[src/common/rv_defines.svh]
`ifndef RV_DEFINES_SVH
`define RV_DEFINES_SVH

// register width, sets every data, pc and address port
`define RV_XLEN 32

// mstatus bit positions
`define MSTATUS_MIE  3   // global machine interrupt enable
`define MSTATUS_MPIE 7   // MIE saved on trap entry

// major opcodes, instr[6:0]
`define OPC_SYSTEM 7'b1110011   // csr, ecall, ebreak, mret
`define OPC_LOAD   7'b0000011
`define OPC_STORE  7'b0100011

// privileged funct12 encodings under funct3 zero
`define F12_ECALL  12'h000
`define F12_EBREAK 12'h001
`define F12_MRET   12'h302

`endif

[src/common/rv_pkg.sv]
package rv_pkg;

    // funct3 of the SYSTEM opcode, value 4 is reserved
    typedef enum logic [2:0] {
        CSR_PRIV = 3'd0,   // ecall, ebreak, mret
        CSR_RW   = 3'd1,
        CSR_RS   = 3'd2,
        CSR_RC   = 3'd3,
        CSR_RWI  = 3'd5,
        CSR_RSI  = 3'd6,
        CSR_RCI  = 3'd7
    } csr_op_t;

    // implemented machine CSRs only
    typedef enum logic [11:0] {
        CSR_MSTATUS  = 12'h300,
        CSR_MIE      = 12'h304,
        CSR_MTVEC    = 12'h305,
        CSR_MSCRATCH = 12'h340,
        CSR_MEPC     = 12'h341,
        CSR_MCAUSE   = 12'h342,
        CSR_MTVAL    = 12'h343,
        CSR_MIP      = 12'h344
    } csr_addr_t;

    // load/store funct3, unsigned forms share alignment with signed
    typedef enum logic [2:0] {
        MEM_B  = 3'd0,
        MEM_H  = 3'd1,
        MEM_W  = 3'd2,
        MEM_D  = 3'd3,   // rv64 only
        MEM_BU = 3'd4,
        MEM_HU = 3'd5,
        MEM_WU = 3'd6    // rv64 only
    } mem_width_t;

    // mcause exception codes, interrupt bit never set here
    typedef enum logic [3:0] {
        CAUSE_FETCH_MISALIGN = 4'd0,
        CAUSE_ILLEGAL        = 4'd2,
        CAUSE_BREAKPOINT     = 4'd3,
        CAUSE_LOAD_MISALIGN  = 4'd4,
        CAUSE_STORE_MISALIGN = 4'd6,
        CAUSE_ECALL_M        = 4'd11
    } trap_cause_t;

endpackage

[src/csr/misalign_detector.sv]
`timescale 1ns/1ns
`include "rv_defines.svh"

module misalign_detector (
    input  logic               is_load,
    input  logic               is_store,
    input  rv_pkg::mem_width_t mem_width,
    input  logic [2:0]         addr_low,
    input  logic [1:0]         pc_low,
    output logic               fetch_misaligned,
    output logic               load_misaligned,
    output logic               store_misaligned
);
    import rv_pkg::*;

    logic half_bad;     // halfword on odd byte
    logic word_bad;     // word off 4-byte boundary
    logic dword_bad;    // doubleword off 8-byte boundary
    logic access_bad;

    // bytes never misalign, so MEM_B/MEM_BU fall through
    assign half_bad = ((mem_width == MEM_H) || (mem_width == MEM_HU)) && addr_low[0];
    assign word_bad = ((mem_width == MEM_W) || (mem_width == MEM_WU))
                      && (addr_low[1:0] != 2'b00);

    generate
        if (`RV_XLEN == 64) begin : g_dword
            assign dword_bad = (mem_width == MEM_D) && (addr_low != 3'b000);
        end else begin : g_no_dword
            assign dword_bad = 1'b0;   // no doubleword access on rv32
        end
    endgenerate

    assign access_bad = half_bad || word_bad || dword_bad;

    assign load_misaligned  = is_load && access_bad;
    assign store_misaligned = is_store && access_bad;

    // no compressed support, any low pc bit is a fault
    assign fetch_misaligned = (pc_low != 2'b00);

endmodule

[src/system_decoder.sv]
`timescale 1ns/1ns
`include "rv_defines.svh"

module system_decoder (
    input  logic                valid,
    input  logic [31:0]         instr,
    input  logic [`RV_XLEN-1:0] rs1_value,
    output logic                is_csr,
    output logic                csr_write,
    output logic                is_ecall,
    output logic                is_ebreak,
    output logic                is_mret,
    output logic                is_illegal,
    output logic                is_load,
    output logic                is_store,
    output rv_pkg::csr_op_t     csr_op,
    output rv_pkg::csr_addr_t   csr_addr,
    output rv_pkg::mem_width_t  mem_width,
    output logic [`RV_XLEN-1:0] operand
);
    import rv_pkg::*;

    logic [6:0]  opcode;
    logic [2:0]  funct3;
    logic [4:0]  rs1_field;     // also zimm for immediate forms
    logic [4:0]  rd_field;
    logic [11:0] funct12;       // csr address or priv encoding
    logic        sys_op;
    logic        csr_form;
    logic        priv_form;
    logic        addr_hit;
    logic        regs_zero;

    assign opcode    = instr[6:0];
    assign rd_field  = instr[11:7];
    assign funct3    = instr[14:12];
    assign rs1_field = instr[19:15];
    assign funct12   = instr[31:20];

    assign sys_op    = valid && (opcode == `OPC_SYSTEM);
    assign is_load   = valid && (opcode == `OPC_LOAD);
    assign is_store  = valid && (opcode == `OPC_STORE);
    assign mem_width = mem_width_t'(funct3);   // only looked at for loads/stores

    assign csr_form  = (funct3 != 3'd0) && (funct3 != 3'd4);
    assign priv_form = (funct3 == 3'd0);
    assign regs_zero = (rs1_field == 5'd0) && (rd_field == 5'd0);

    always_comb begin
        case (funct3)
            3'd1:    csr_op = CSR_RW;
            3'd2:    csr_op = CSR_RS;
            3'd3:    csr_op = CSR_RC;
            3'd5:    csr_op = CSR_RWI;
            3'd6:    csr_op = CSR_RSI;
            3'd7:    csr_op = CSR_RCI;
            default: csr_op = CSR_PRIV;   // 0, and reserved 4
        endcase
    end

    // match against the eight implemented machine CSRs
    always_comb begin
        addr_hit = 1'b1;
        case (funct12)
            12'h300: csr_addr = CSR_MSTATUS;
            12'h304: csr_addr = CSR_MIE;
            12'h305: csr_addr = CSR_MTVEC;
            12'h340: csr_addr = CSR_MSCRATCH;
            12'h341: csr_addr = CSR_MEPC;
            12'h342: csr_addr = CSR_MCAUSE;
            12'h343: csr_addr = CSR_MTVAL;
            12'h344: csr_addr = CSR_MIP;
            default: begin
                csr_addr = CSR_MSTATUS;   // don't care, flagged illegal
                addr_hit = 1'b0;
            end
        endcase
    end

    assign is_csr    = sys_op && csr_form && addr_hit;
    assign is_ecall  = sys_op && priv_form && regs_zero && (funct12 == `F12_ECALL);
    assign is_ebreak = sys_op && priv_form && regs_zero && (funct12 == `F12_EBREAK);
    assign is_mret   = sys_op && priv_form && regs_zero && (funct12 == `F12_MRET);

    assign is_illegal = sys_op && ((funct3 == 3'd4)
                                   || (csr_form && !addr_hit)
                                   || (priv_form && !(is_ecall || is_ebreak || is_mret)));

    // rw forms always write, set/clear only with a nonzero source
    assign csr_write = is_csr && ((funct3[1:0] == 2'b01) || (rs1_field != 5'd0));
    assign operand   = funct3[2] ? `RV_XLEN'(rs1_field) : rs1_value;   // zimm zero-extended

    always_comb begin
        assert ($onehot0({is_csr, is_ecall, is_ebreak, is_mret}))
            else $error("system_decoder: more than one instruction class decoded");
    end

endmodule

[src/csr/csr_file.sv]
`timescale 1ns/1ns
`include "rv_defines.svh"

module csr_file (
    input  logic                clock,
    input  logic                reset,
    input  logic                is_csr,
    input  logic                csr_write,
    input  logic                is_ecall,
    input  logic                is_ebreak,
    input  logic                is_mret,
    input  logic                is_illegal,
    input  logic                is_load,
    input  logic                is_store,
    input  rv_pkg::csr_op_t     csr_op,
    input  rv_pkg::csr_addr_t   csr_addr,
    input  rv_pkg::mem_width_t  mem_width,
    input  logic [`RV_XLEN-1:0] operand,
    input  logic [`RV_XLEN-1:0] pc,
    input  logic [`RV_XLEN-1:0] mem_addr,
    input  logic [31:0]         instr,
    output logic [`RV_XLEN-1:0] rd_data,
    output logic                redirect,
    output logic [`RV_XLEN-1:0] redirect_pc
);
    import rv_pkg::*;

    logic [`RV_XLEN-1:0] mstatus;
    logic [`RV_XLEN-1:0] mie;        // plain storage, no interrupts
    logic [`RV_XLEN-1:0] mip;        // plain storage, no interrupts
    logic [`RV_XLEN-1:0] mtvec;      // direct mode only
    logic [`RV_XLEN-1:0] mepc;
    logic [`RV_XLEN-1:0] mcause;
    logic [`RV_XLEN-1:0] mtval;
    logic [`RV_XLEN-1:0] mscratch;

    logic [`RV_XLEN-1:0] old_value;  // addressed csr before the op
    logic [`RV_XLEN-1:0] new_value;
    logic [`RV_XLEN-1:0] trap_value;
    trap_cause_t         trap_cause;
    logic                fetch_misaligned;
    logic                load_misaligned;
    logic                store_misaligned;
    logic                active;
    logic                take_trap;
    logic                csr_we;

    misalign_detector u_misalign (
        .is_load          (is_load),
        .is_store         (is_store),
        .mem_width        (mem_width),
        .addr_low         (mem_addr[2:0]),
        .pc_low           (pc[1:0]),
        .fetch_misaligned (fetch_misaligned),
        .load_misaligned  (load_misaligned),
        .store_misaligned (store_misaligned)
    );

    // only decoded system/load/store instructions can trap, others pass through
    assign active = is_csr || is_ecall || is_ebreak || is_mret || is_illegal
                    || is_load || is_store;

    assign take_trap = is_illegal || (active && fetch_misaligned) || is_ecall
                       || is_ebreak || store_misaligned || load_misaligned;
    assign csr_we = csr_write && !take_trap;   // trapped csr op does not retire

    always_comb begin
        case (csr_addr)
            CSR_MSTATUS:  old_value = mstatus;
            CSR_MIE:      old_value = mie;
            CSR_MTVEC:    old_value = mtvec;
            CSR_MSCRATCH: old_value = mscratch;
            CSR_MEPC:     old_value = mepc;
            CSR_MCAUSE:   old_value = mcause;
            CSR_MTVAL:    old_value = mtval;
            CSR_MIP:      old_value = mip;
            default:      old_value = '0;
        endcase
    end

    always_comb begin
        case (csr_op)
            CSR_RW, CSR_RWI: new_value = operand;                  // replace
            CSR_RS, CSR_RSI: new_value = old_value | operand;      // set bits
            CSR_RC, CSR_RCI: new_value = old_value & ~operand;     // clear bits
            default:         new_value = old_value;
        endcase
    end

    // fixed priority, highest first
    always_comb begin
        if (is_illegal)
            trap_cause = CAUSE_ILLEGAL;
        else if (active && fetch_misaligned)
            trap_cause = CAUSE_FETCH_MISALIGN;
        else if (is_ecall)
            trap_cause = CAUSE_ECALL_M;
        else if (is_ebreak)
            trap_cause = CAUSE_BREAKPOINT;
        else if (store_misaligned)
            trap_cause = CAUSE_STORE_MISALIGN;
        else
            trap_cause = CAUSE_LOAD_MISALIGN;   // also idle value, unused then
    end

    always_comb begin
        case (trap_cause)
            CAUSE_ILLEGAL:        trap_value = `RV_XLEN'(instr);   // faulting word
            CAUSE_LOAD_MISALIGN:  trap_value = mem_addr;
            CAUSE_STORE_MISALIGN: trap_value = mem_addr;
            default:              trap_value = '0;
        endcase
    end

    assign rd_data     = is_csr ? old_value : '0;
    assign redirect    = take_trap || is_mret;
    assign redirect_pc = take_trap ? {mtvec[`RV_XLEN-1:2], 2'b00} : mepc;

    always_ff @(posedge clock) begin
        if (reset) begin
            mstatus  <= '0;
            mie      <= '0;
            mip      <= '0;
            mtvec    <= '0;
            mepc     <= '0;
            mcause   <= '0;
            mtval    <= '0;
            mscratch <= '0;
        end else if (take_trap) begin
            mepc                  <= pc;
            mstatus[`MSTATUS_MPIE] <= mstatus[`MSTATUS_MIE];
            mstatus[`MSTATUS_MIE]  <= 1'b0;
            mcause                <= `RV_XLEN'(trap_cause);
            mtval                 <= trap_value;
        end else if (is_mret) begin
            mstatus[`MSTATUS_MIE]  <= mstatus[`MSTATUS_MPIE];
            mstatus[`MSTATUS_MPIE] <= 1'b1;
        end else if (csr_we) begin
            case (csr_addr)
                CSR_MSTATUS:  mstatus  <= new_value;
                CSR_MIE:      mie      <= new_value;
                CSR_MTVEC:    mtvec    <= new_value;
                CSR_MSCRATCH: mscratch <= new_value;
                CSR_MEPC:     mepc     <= new_value;
                CSR_MCAUSE:   mcause   <= new_value;
                CSR_MTVAL:    mtval    <= new_value;
                CSR_MIP:      mip      <= new_value;
                default:      ;
            endcase
        end
    end

    // pipeline must hold valid low in reset
    no_redirect_in_reset: assert property (@(posedge clock) reset |-> !redirect)
        else $error("csr_file: redirect during reset");

    // registers outside trap entry stay untouched across a trap
    trap_no_csr_write: assert property (@(posedge clock) disable iff (reset)
        take_trap |=> ($stable(mscratch) && $stable(mtvec) && $stable(mie) && $stable(mip)))
        else $error("csr_file: csr written in a trap cycle");

endmodule

[src/system_stage.sv]
`timescale 1ns/1ns
`include "rv_defines.svh"

module system_stage (
    input  logic                clock,
    input  logic                reset,
    input  logic                valid,
    input  logic [31:0]         instr,
    input  logic [`RV_XLEN-1:0] pc,
    input  logic [`RV_XLEN-1:0] rs1_value,
    input  logic [`RV_XLEN-1:0] mem_addr,
    output logic [`RV_XLEN-1:0] rd_data,      // old csr value
    output logic                redirect,     // trap or mret this cycle
    output logic [`RV_XLEN-1:0] redirect_pc
);
    import rv_pkg::*;

    logic                is_csr;
    logic                csr_write;
    logic                is_ecall;
    logic                is_ebreak;
    logic                is_mret;
    logic                is_illegal;
    logic                is_load;
    logic                is_store;
    csr_op_t             csr_op;
    csr_addr_t           csr_addr;
    mem_width_t          mem_width;
    logic [`RV_XLEN-1:0] operand;     // rs1 or zimm

    system_decoder u_decoder (
        .valid      (valid),
        .instr      (instr),
        .rs1_value  (rs1_value),
        .is_csr     (is_csr),
        .csr_write  (csr_write),
        .is_ecall   (is_ecall),
        .is_ebreak  (is_ebreak),
        .is_mret    (is_mret),
        .is_illegal (is_illegal),
        .is_load    (is_load),
        .is_store   (is_store),
        .csr_op     (csr_op),
        .csr_addr   (csr_addr),
        .mem_width  (mem_width),
        .operand    (operand)
    );

    csr_file u_csr (
        .clock       (clock),
        .reset       (reset),
        .is_csr      (is_csr),
        .csr_write   (csr_write),
        .is_ecall    (is_ecall),
        .is_ebreak   (is_ebreak),
        .is_mret     (is_mret),
        .is_illegal  (is_illegal),
        .is_load     (is_load),
        .is_store    (is_store),
        .csr_op      (csr_op),
        .csr_addr    (csr_addr),
        .mem_width   (mem_width),
        .operand     (operand),
        .pc          (pc),
        .mem_addr    (mem_addr),
        .instr       (instr),
        .rd_data     (rd_data),
        .redirect    (redirect),
        .redirect_pc (redirect_pc)
    );

endmodule

[config.mk]
export PLATFORM = sky130hd
export DESIGN_NAME = system_stage
export DESIGN_NICKNAME = d
export VERILOG_FILES = /design/src/common/rv_pkg.sv /design/src/csr/misalign_detector.sv /design/src/system_decoder.sv /design/src/csr/csr_file.sv /design/src/system_stage.sv
export VERILOG_INCLUDE_DIRS = /design/src /design/src/common
export SDC_FILE = /design/constraint.sdc
export NUM_CORES = 1
export LEC_CHECK = 0
export ABC_AREA = 1
export BUFFER_PORTS_ARGS = -buffer_cell sky130_fd_sc_hd__buf_2
export CELL_PAD_IN_SITES_DETAIL_PLACEMENT = 0
export CELL_PAD_IN_SITES_GLOBAL_PLACEMENT = 1
export CORE_MARGIN = 3
export CORE_UTILIZATION = 42
export CTS_CLUSTER_DIAMETER = 100
export CTS_CLUSTER_SIZE = 40
export DETAILED_ROUTE_END_ITERATION = 16
export PLACE_DENSITY = 0.8
export SLEW_MARGIN = 10
export SYNTH_ARGS = -nofsm -noshare
export SYNTH_HDL_FRONTEND = slang
export SYNTH_SLANG_ARGS = --single-unit
export TNS_END_PERCENT = 10
[constraint.sdc]
create_clock -name clock -period 6.9 [get_ports clock]
set_input_delay 1.38 -clock clock [delete_from_list [all_inputs] [get_ports clock]]
set_output_delay 1.38 -clock clock [all_outputs]
set_load 0.05 [all_outputs]
==> flow_summary.toml, run 1 <==
[critical_path]
arrival_ns = 4.14
reg2reg_from = "u_csr.mtvec[21]"
reg2reg_depth = 8
path_cells = "buf_2, inv_2, nand2_4, nor2_2, nand3_1, nor2_2, o21ai_1, nand3_4, nand3_4, inv_4, buf_12, nand2_1, o21ai_0, buf_2"
required_ns = 5.52
crit_fanout = 52
cpPeakStageDelay_ns = 0.37
r2r_slack_ns = 5.23
critPathLaunchType = "primary input"
critPathCaptureType = "output port"
r2r_end = "u_csr.mstatus[21]"
path_class = "primary input to output port"
critPathSlowestCell = "inv_4"

[worst_hold_path]
worstHoldStart = "u_csr.mcause[9]"
hold_end = "u_csr.mcause[9]"
hold_depth = 2
min-delay-path-class = "register to register"

[clock_tree]
clkSinkCount = 256
clock_path_buffers = 3
cts_tree = "yes"
htreeDepth = 1
cts.hold.buffers_added = 0
post_cts_resized = 0
clk_latency_ns = 0.52
cts-root-buf = "clkbuf_16"
postCtsSetupRepairBufs = 0
cts.clk_slew.worst_paths_ns = 0.12
cts_buffers = 12

[power]
power.density_nw_per_um2 = 173
p_leak_nw = 7.71
irDropWorstVdd_uv = 174

[synth]
ys_seq_area_share_pct = 36.8
syn_avg_cell_area_um2 = 6.19
yosysMostFrequentCell = "nand2_1"
synth-seq-cells = 256
ys_types = 30
synth_top_area_share_pct = 36.8
synth_fp_nets = 2383
async_flop_share_pct = 0
synth_area_leader_cell = "dfxtp_1"
yosysWarnings = 0
netlist_top_cells_area = "dfxtp_1 (37%), nand2_1 (19%), o21ai_0 (8.3%)"
syn_inst = 2252
synthTopCellsByCount = "nand2_1 (708), dfxtp_1 (256), o21ai_0 (230), inv_1 (227), a21oi_1 (223)"
ys.flop_type = "dfxtp_1"
synth_edf_count = 0
syn_area_um2 = 13900

[floorplan]
core-area_um2 = 32600
rows = 66
die_w_um = 188
pin_count = 196
die-area_um2 = 35400
initial_core_util_pct = 42.7
die_y_um = 188

[timing]
hold_slack_ns = 0.529
finalSetupTns_ns = 0
worst_clock_skew_ns = 0.0358
finalSetupViolations = 0
fmax_ghz = 0.181
period_needed_ns = 5.52
worst_pin_slew_ns = 1.17
maxSlewHeadroom_pct = 21.8
fin_crit_sh_pct = 80.0
rsz0062_at_grt = "false"
drv_slew = 0
final-hold-violation-count = 0

[global_route]
grt_max_degree = 160
grt_pass1_wl_mm = 84.2
grt_overflow_total = 0
grt_usage_pct = 30.4
grt_antenna_before_repair = 2
first_global_vias = 14100

[drt]
routedWlPerCell_um = 19.9
drt_iter0_drc = 1316
avgViaCountPerCell = 5.38
wirelength_mm = 55.7
vias = 15000
drtAntennaViolNets = 0
drtPass1Iterations = 5
drc = 0

[placement]
gp_congestion = 0.885
dp.cells = 2772
dp_hpwl_mm = 37.8
port_buffers = 195
dpl_cell_area_um2 = 15100

[finish]
nets = 2475
final_util_pct = 47.6
fin_area_um2 = 15500
layout.cells.non_filler = 2794
area_delta_synth_final_pct = 11.4
drive_gt1_share_pct = 12.5

[status]
outcome = "finished, final reports clean"

[run]
max-cap-violations = 0
## layout by cell type (no fill, tap or decap), types with 2 or more instances in the layout
cell         n
a21oi_1    223
buf_12       2
buf_2      195
buf_4       26
clkbuf_16   13
clkinv_16    2
dfxtp_1    256
diode_2      2
inv_1      227
inv_2       10
nand2_1    708
nand2_2      4
nand2_4      2
nand3_1    184
nand3_2      5
nand3_4      2
nand4_1      6
nor2_1     133
nor2_2       5
nor2_4      15
nor3_1       3
nor3_2       5
o21ai_0    230
o21ai_1     57
o22ai_1     25
## final cells by class
cell class              instances  area (um2)
diodes                          2        5.00
clock buffers                  14         339
clock inverters                 6         124
fillers                      3568       17100
inverters                     239         905
multi-input cells            1612        7270
flip-flops and latches        256        5120
well taps                     442         553
repair buffers                223        1210
## routing by layer
metal	track usage, %	up-vias	share of wire, %	routed length [um]
li1	-	7389	-	-
met1	40.2	6969	43	24100
met2	51.3	569	47	26200
met3	3.07	91	5.7	3150
met4	11.6	0	4.1	2260
met5	0	-	0	0
## report_power, final
part	switching, mW	internal, mW
logic	0.156	0.0621
clock network	0.585	0.396
registers	0.00280	1.48
total	0.744	1.94
## how the worst max path moves through the flow
stage                     cells after the start               to  slack [ns]  startpoint
after floorplan                              11  redirect_pc[31]        1.80   instr[14]
after global placement                       14   redirect_pc[2]        1.55   instr[13]
after detailed placement                     14   redirect_pc[2]        1.43   instr[13]
after CTS                                    14   redirect_pc[2]        1.43   instr[13]
after global routing                         14   redirect_pc[5]        1.14   instr[13]
final                                        14   redirect_pc[6]        1.38   instr[13]
## cell families (layout without fill, tap and decap cells)
family | Yosys count | in the layout | synth area share [%]
flip-flops | 256 | 256 | 36.8
other | 0 | 2 | 0
AO/OA/AOI/OAI | 537 | 537 | 19.5
buffers and inverters | 384 | 482 | 11.4
AND/OR/NAND/NOR | 1075 | 1075 | 32.3
## worst max-delay path, delay by kind of cell
kind,cells,cell delay (ns)
AND/OR/NAND/NOR,7,1.31
AO/OA/AOI/OAI,2,0.20
buffers and inverters,5,1.19
## state kept, by name (all words and copies together) (netlist names)
name,flops
u_csr.mcause,32
u_csr.mie,32
u_csr.mscratch,32
u_csr.mstatus,32
u_csr.mip,32
u_csr.mepc,32
u_csr.mtval,32
u_csr.mtvec,32
## metrics by stage
step	worst slack (ns)	power (mW)
final	1.38	2.68
after global placement	1.55	1.73
after floorplan	1.80	1.63
after detailed placement	1.43	1.73
after global routing	1.14	2.77
after CTS	1.43	2.70
Power figures use the tool's default switching activity.
==> inputs of run 2 (changes only) <==
- ABC_AREA: 1 -> 0
- PLACE_DENSITY: 0.8 -> 0.77
- clock period: 6.9 -> 5.2 ns (I/O delays scaled with it)
==> run 2 against run 1 <==
Effect of this change: synthesized cell count decreased by 27%; largest cell class unchanged; clock power increased by 11%; non-clock buffer count increased by 36.
==> flow_summary.toml, run 2 <==
[floorplan]
die_y_um = 182
core-area_um2 = 30100
pin_count = 196
die-area_um2 = 33100
die_w_um = 182
initial_core_util_pct = 43.2
rows = 63

[global_route]
grt_usage_pct = 31.4
grt_max_degree = 45
first_global_vias = 13200
grt_overflow_total = 0
grt_pass1_wl_mm = 81.2
grt_antenna_before_repair = 1

[timing]
finalSetupViolations = 0
worst_pin_slew_ns = 1.07
drv_slew = 0
period_needed_ns = 4.67
worst_clock_skew_ns = 0.0356
maxSlewHeadroom_pct = 28.1
fin_crit_sh_pct = 89.8
finalSetupTns_ns = 0
rsz0062_at_grt = "false"
final-hold-violation-count = 0
fmax_ghz = 0.214

[worst_hold_path]
worstHoldStart = "u_csr.mip[2]"
hold_depth = 2
min-delay-path-class = "register to register"
hold_end = "u_csr.mip[2]"

[synth]
ys.flop_type = "dfxtp_1"
synth_top_area_share_pct = 39.4
synth-seq-cells = 256
syn_avg_cell_area_um2 = 7.91
syn_inst = 1644
yosysMostFrequentCell = "nand2_1"
netlist_top_cells_area = "dfxtp_1 (39%), nand2_1 (9.7%), o2bb2ai_1 (4.7%)"
synth_fp_nets = 1775
synthTopCellsByCount = "nand2_1 (336), dfxtp_1 (256), clkbuf_1 (124), o21ai_0 (101), a21oi_1 (97)"
ys_types = 71
yosysWarnings = 0
ys_seq_area_share_pct = 39.4
async_flop_share_pct = 0
syn_area_um2 = 13000
synth_area_leader_cell = "dfxtp_1"
synth_edf_count = 0

[clock_tree]
cts-root-buf = "clkbuf_16"
post_cts_resized = 0
cts_buffers = 11
cts.clk_slew.worst_paths_ns = 0.14
cts.hold.buffers_added = 0
clk_latency_ns = 0.50
clkSinkCount = 256
htreeDepth = 1
cts_tree = "yes"
postCtsSetupRepairBufs = 0
clock_path_buffers = 3

[finish]
final_common_cell = "nand2_1"
n_antenna_cell = 0
drive_gt1_share_pct = 17.8
nets = 1895
fin_area_um2 = 14900
final_cell_mix = "nand2_1 (336), dfxtp_1 (256), buf_2 (193)"
area_delta_synth_final_pct = 14.4

[status]
outcome = "finished, final reports clean"

[placement]
port_buffers = 195
dpl_cell_area_um2 = 14500
dp_hpwl_mm = 36.8
gp_congestion = 0.944

[critical_path]
path_class = "primary input to output port"
reg2reg_from = "u_csr.mtvec[2]"
crit_fanout = 24
cpPeakStageDelay_ns = 0.62
critPathCaptureType = "output port"
critPathLaunchType = "primary input"
critPathSlowestCell = "nand4bb_2"
required_ns = 4.16
arrival_ns = 3.63
crit_top_cell = "buf_2"
reg2reg_depth = 6
path_buf_inv = 3
path_cells = "buf_2, nand4bb_2, nor2_8, o2111ai_4, buf_4, a21oi_1, buf_2"
crit_start = "instr[31]"
r2r_end = "u_csr.mepc[2]"
critPathTopFamily = "simple AND/OR/NAND/NOR gates"
r2r_slack_ns = 2.89
crit_cells = 7

[power]
p_int_mw = 2.48
clockPowerShare_pct = 32.0
seq_power_share_pct = 57.7
power.density_nw_per_um2 = 229
comb_power_share_pct = 10.3
p_leak_nw = 5.30
switchingPower_mw = 0.927
swShare_pct = 27.2
irDropWorstVdd_uv = 198

[drt]
wirelength_mm = 54.4
drt_iter0_drc = 1496
routedWlPerCell_um = 25.2
drc = 0
avgViaCountPerCell = 6.42
vias = 13800
drtAntennaViolNets = 0
drtPass1Iterations = 6

[run]
max-cap-violations = 0
run 2: power groups by stage:
| stage | sequential (mW) | clock, mW | combinational [mW] |
|---|---|---|---|
| after global routing | 1.97 | 1.16 | 0.369 |
| after detailed placement | 2.01 | 0 | 0.341 |
| after CTS | 1.97 | 1.10 | 0.342 |
| after floorplan | 2.01 | 0 | 0.177 |
| after global placement | 2.01 | 0 | 0.338 |
| final | 1.97 | 1.09 | 0.352 |
run 2: how the worst max path moves through the flow:
stage               slack [ns]              end
finish                    0.53      rd_data[27]
global route              0.46      rd_data[27]
CTS                       0.61      rd_data[27]
detailed placement        0.62      rd_data[27]
global placement          0.68  redirect_pc[30]
floorplan                 0.72      rd_data[11]
run 2: cell type report:
class	count	area [um2]
Fill cell	3049	15200
Multi-Input combinational cell	1230	7340
Sequential cell	256	5120
Timing Repair Buffer	259	1560
Tap cell	390	488
Clock buffer	11	275
Clock inverter	5	70.1
Inverter	6	22.5
run 2: through the flow:
stage	setup WS [ns]	hold slack [ns]	util (%)	instances	total power [mW]
6_report	0.533	0.465	49.4	2157	3.41
5_1_grt	0.460	0.487	49.4	2157	3.50
4_1_cts	0.607	0.464	49.4	2157	3.41
3_5_place_dp	0.617	0.436	48.3	2141	2.35
3_3_place_gp	0.681	0.430	48.3	2141	2.35
2_1_floorplan	0.716	0.417	-	1644	2.19
run 2: tightest hold or removal path, stage by stage, from the launching register on:
cell and delay (ns):
dfxtp_1 0.34, nand2_1 0.05, o21ai_1 0.05
run 2: cell families (layout without fill, tap and decap cells):
group / Yosys count / after routing / synth area share (%)
mux: 41 / 41 / 3.17
flops: 256 / 256 / 39.4
compound gates: 553 / 553 / 29.7
simple gates: 636 / 636 / 22.8
buf+inv: 158 / 281 / 4.88
run 2: per-layer routing:
metal,GRT usage (%),wire length [um]
met3,6.43,5460
met2,48.9,23900
met4,8.65,1530
met1,44.2,23500
met5,0,6
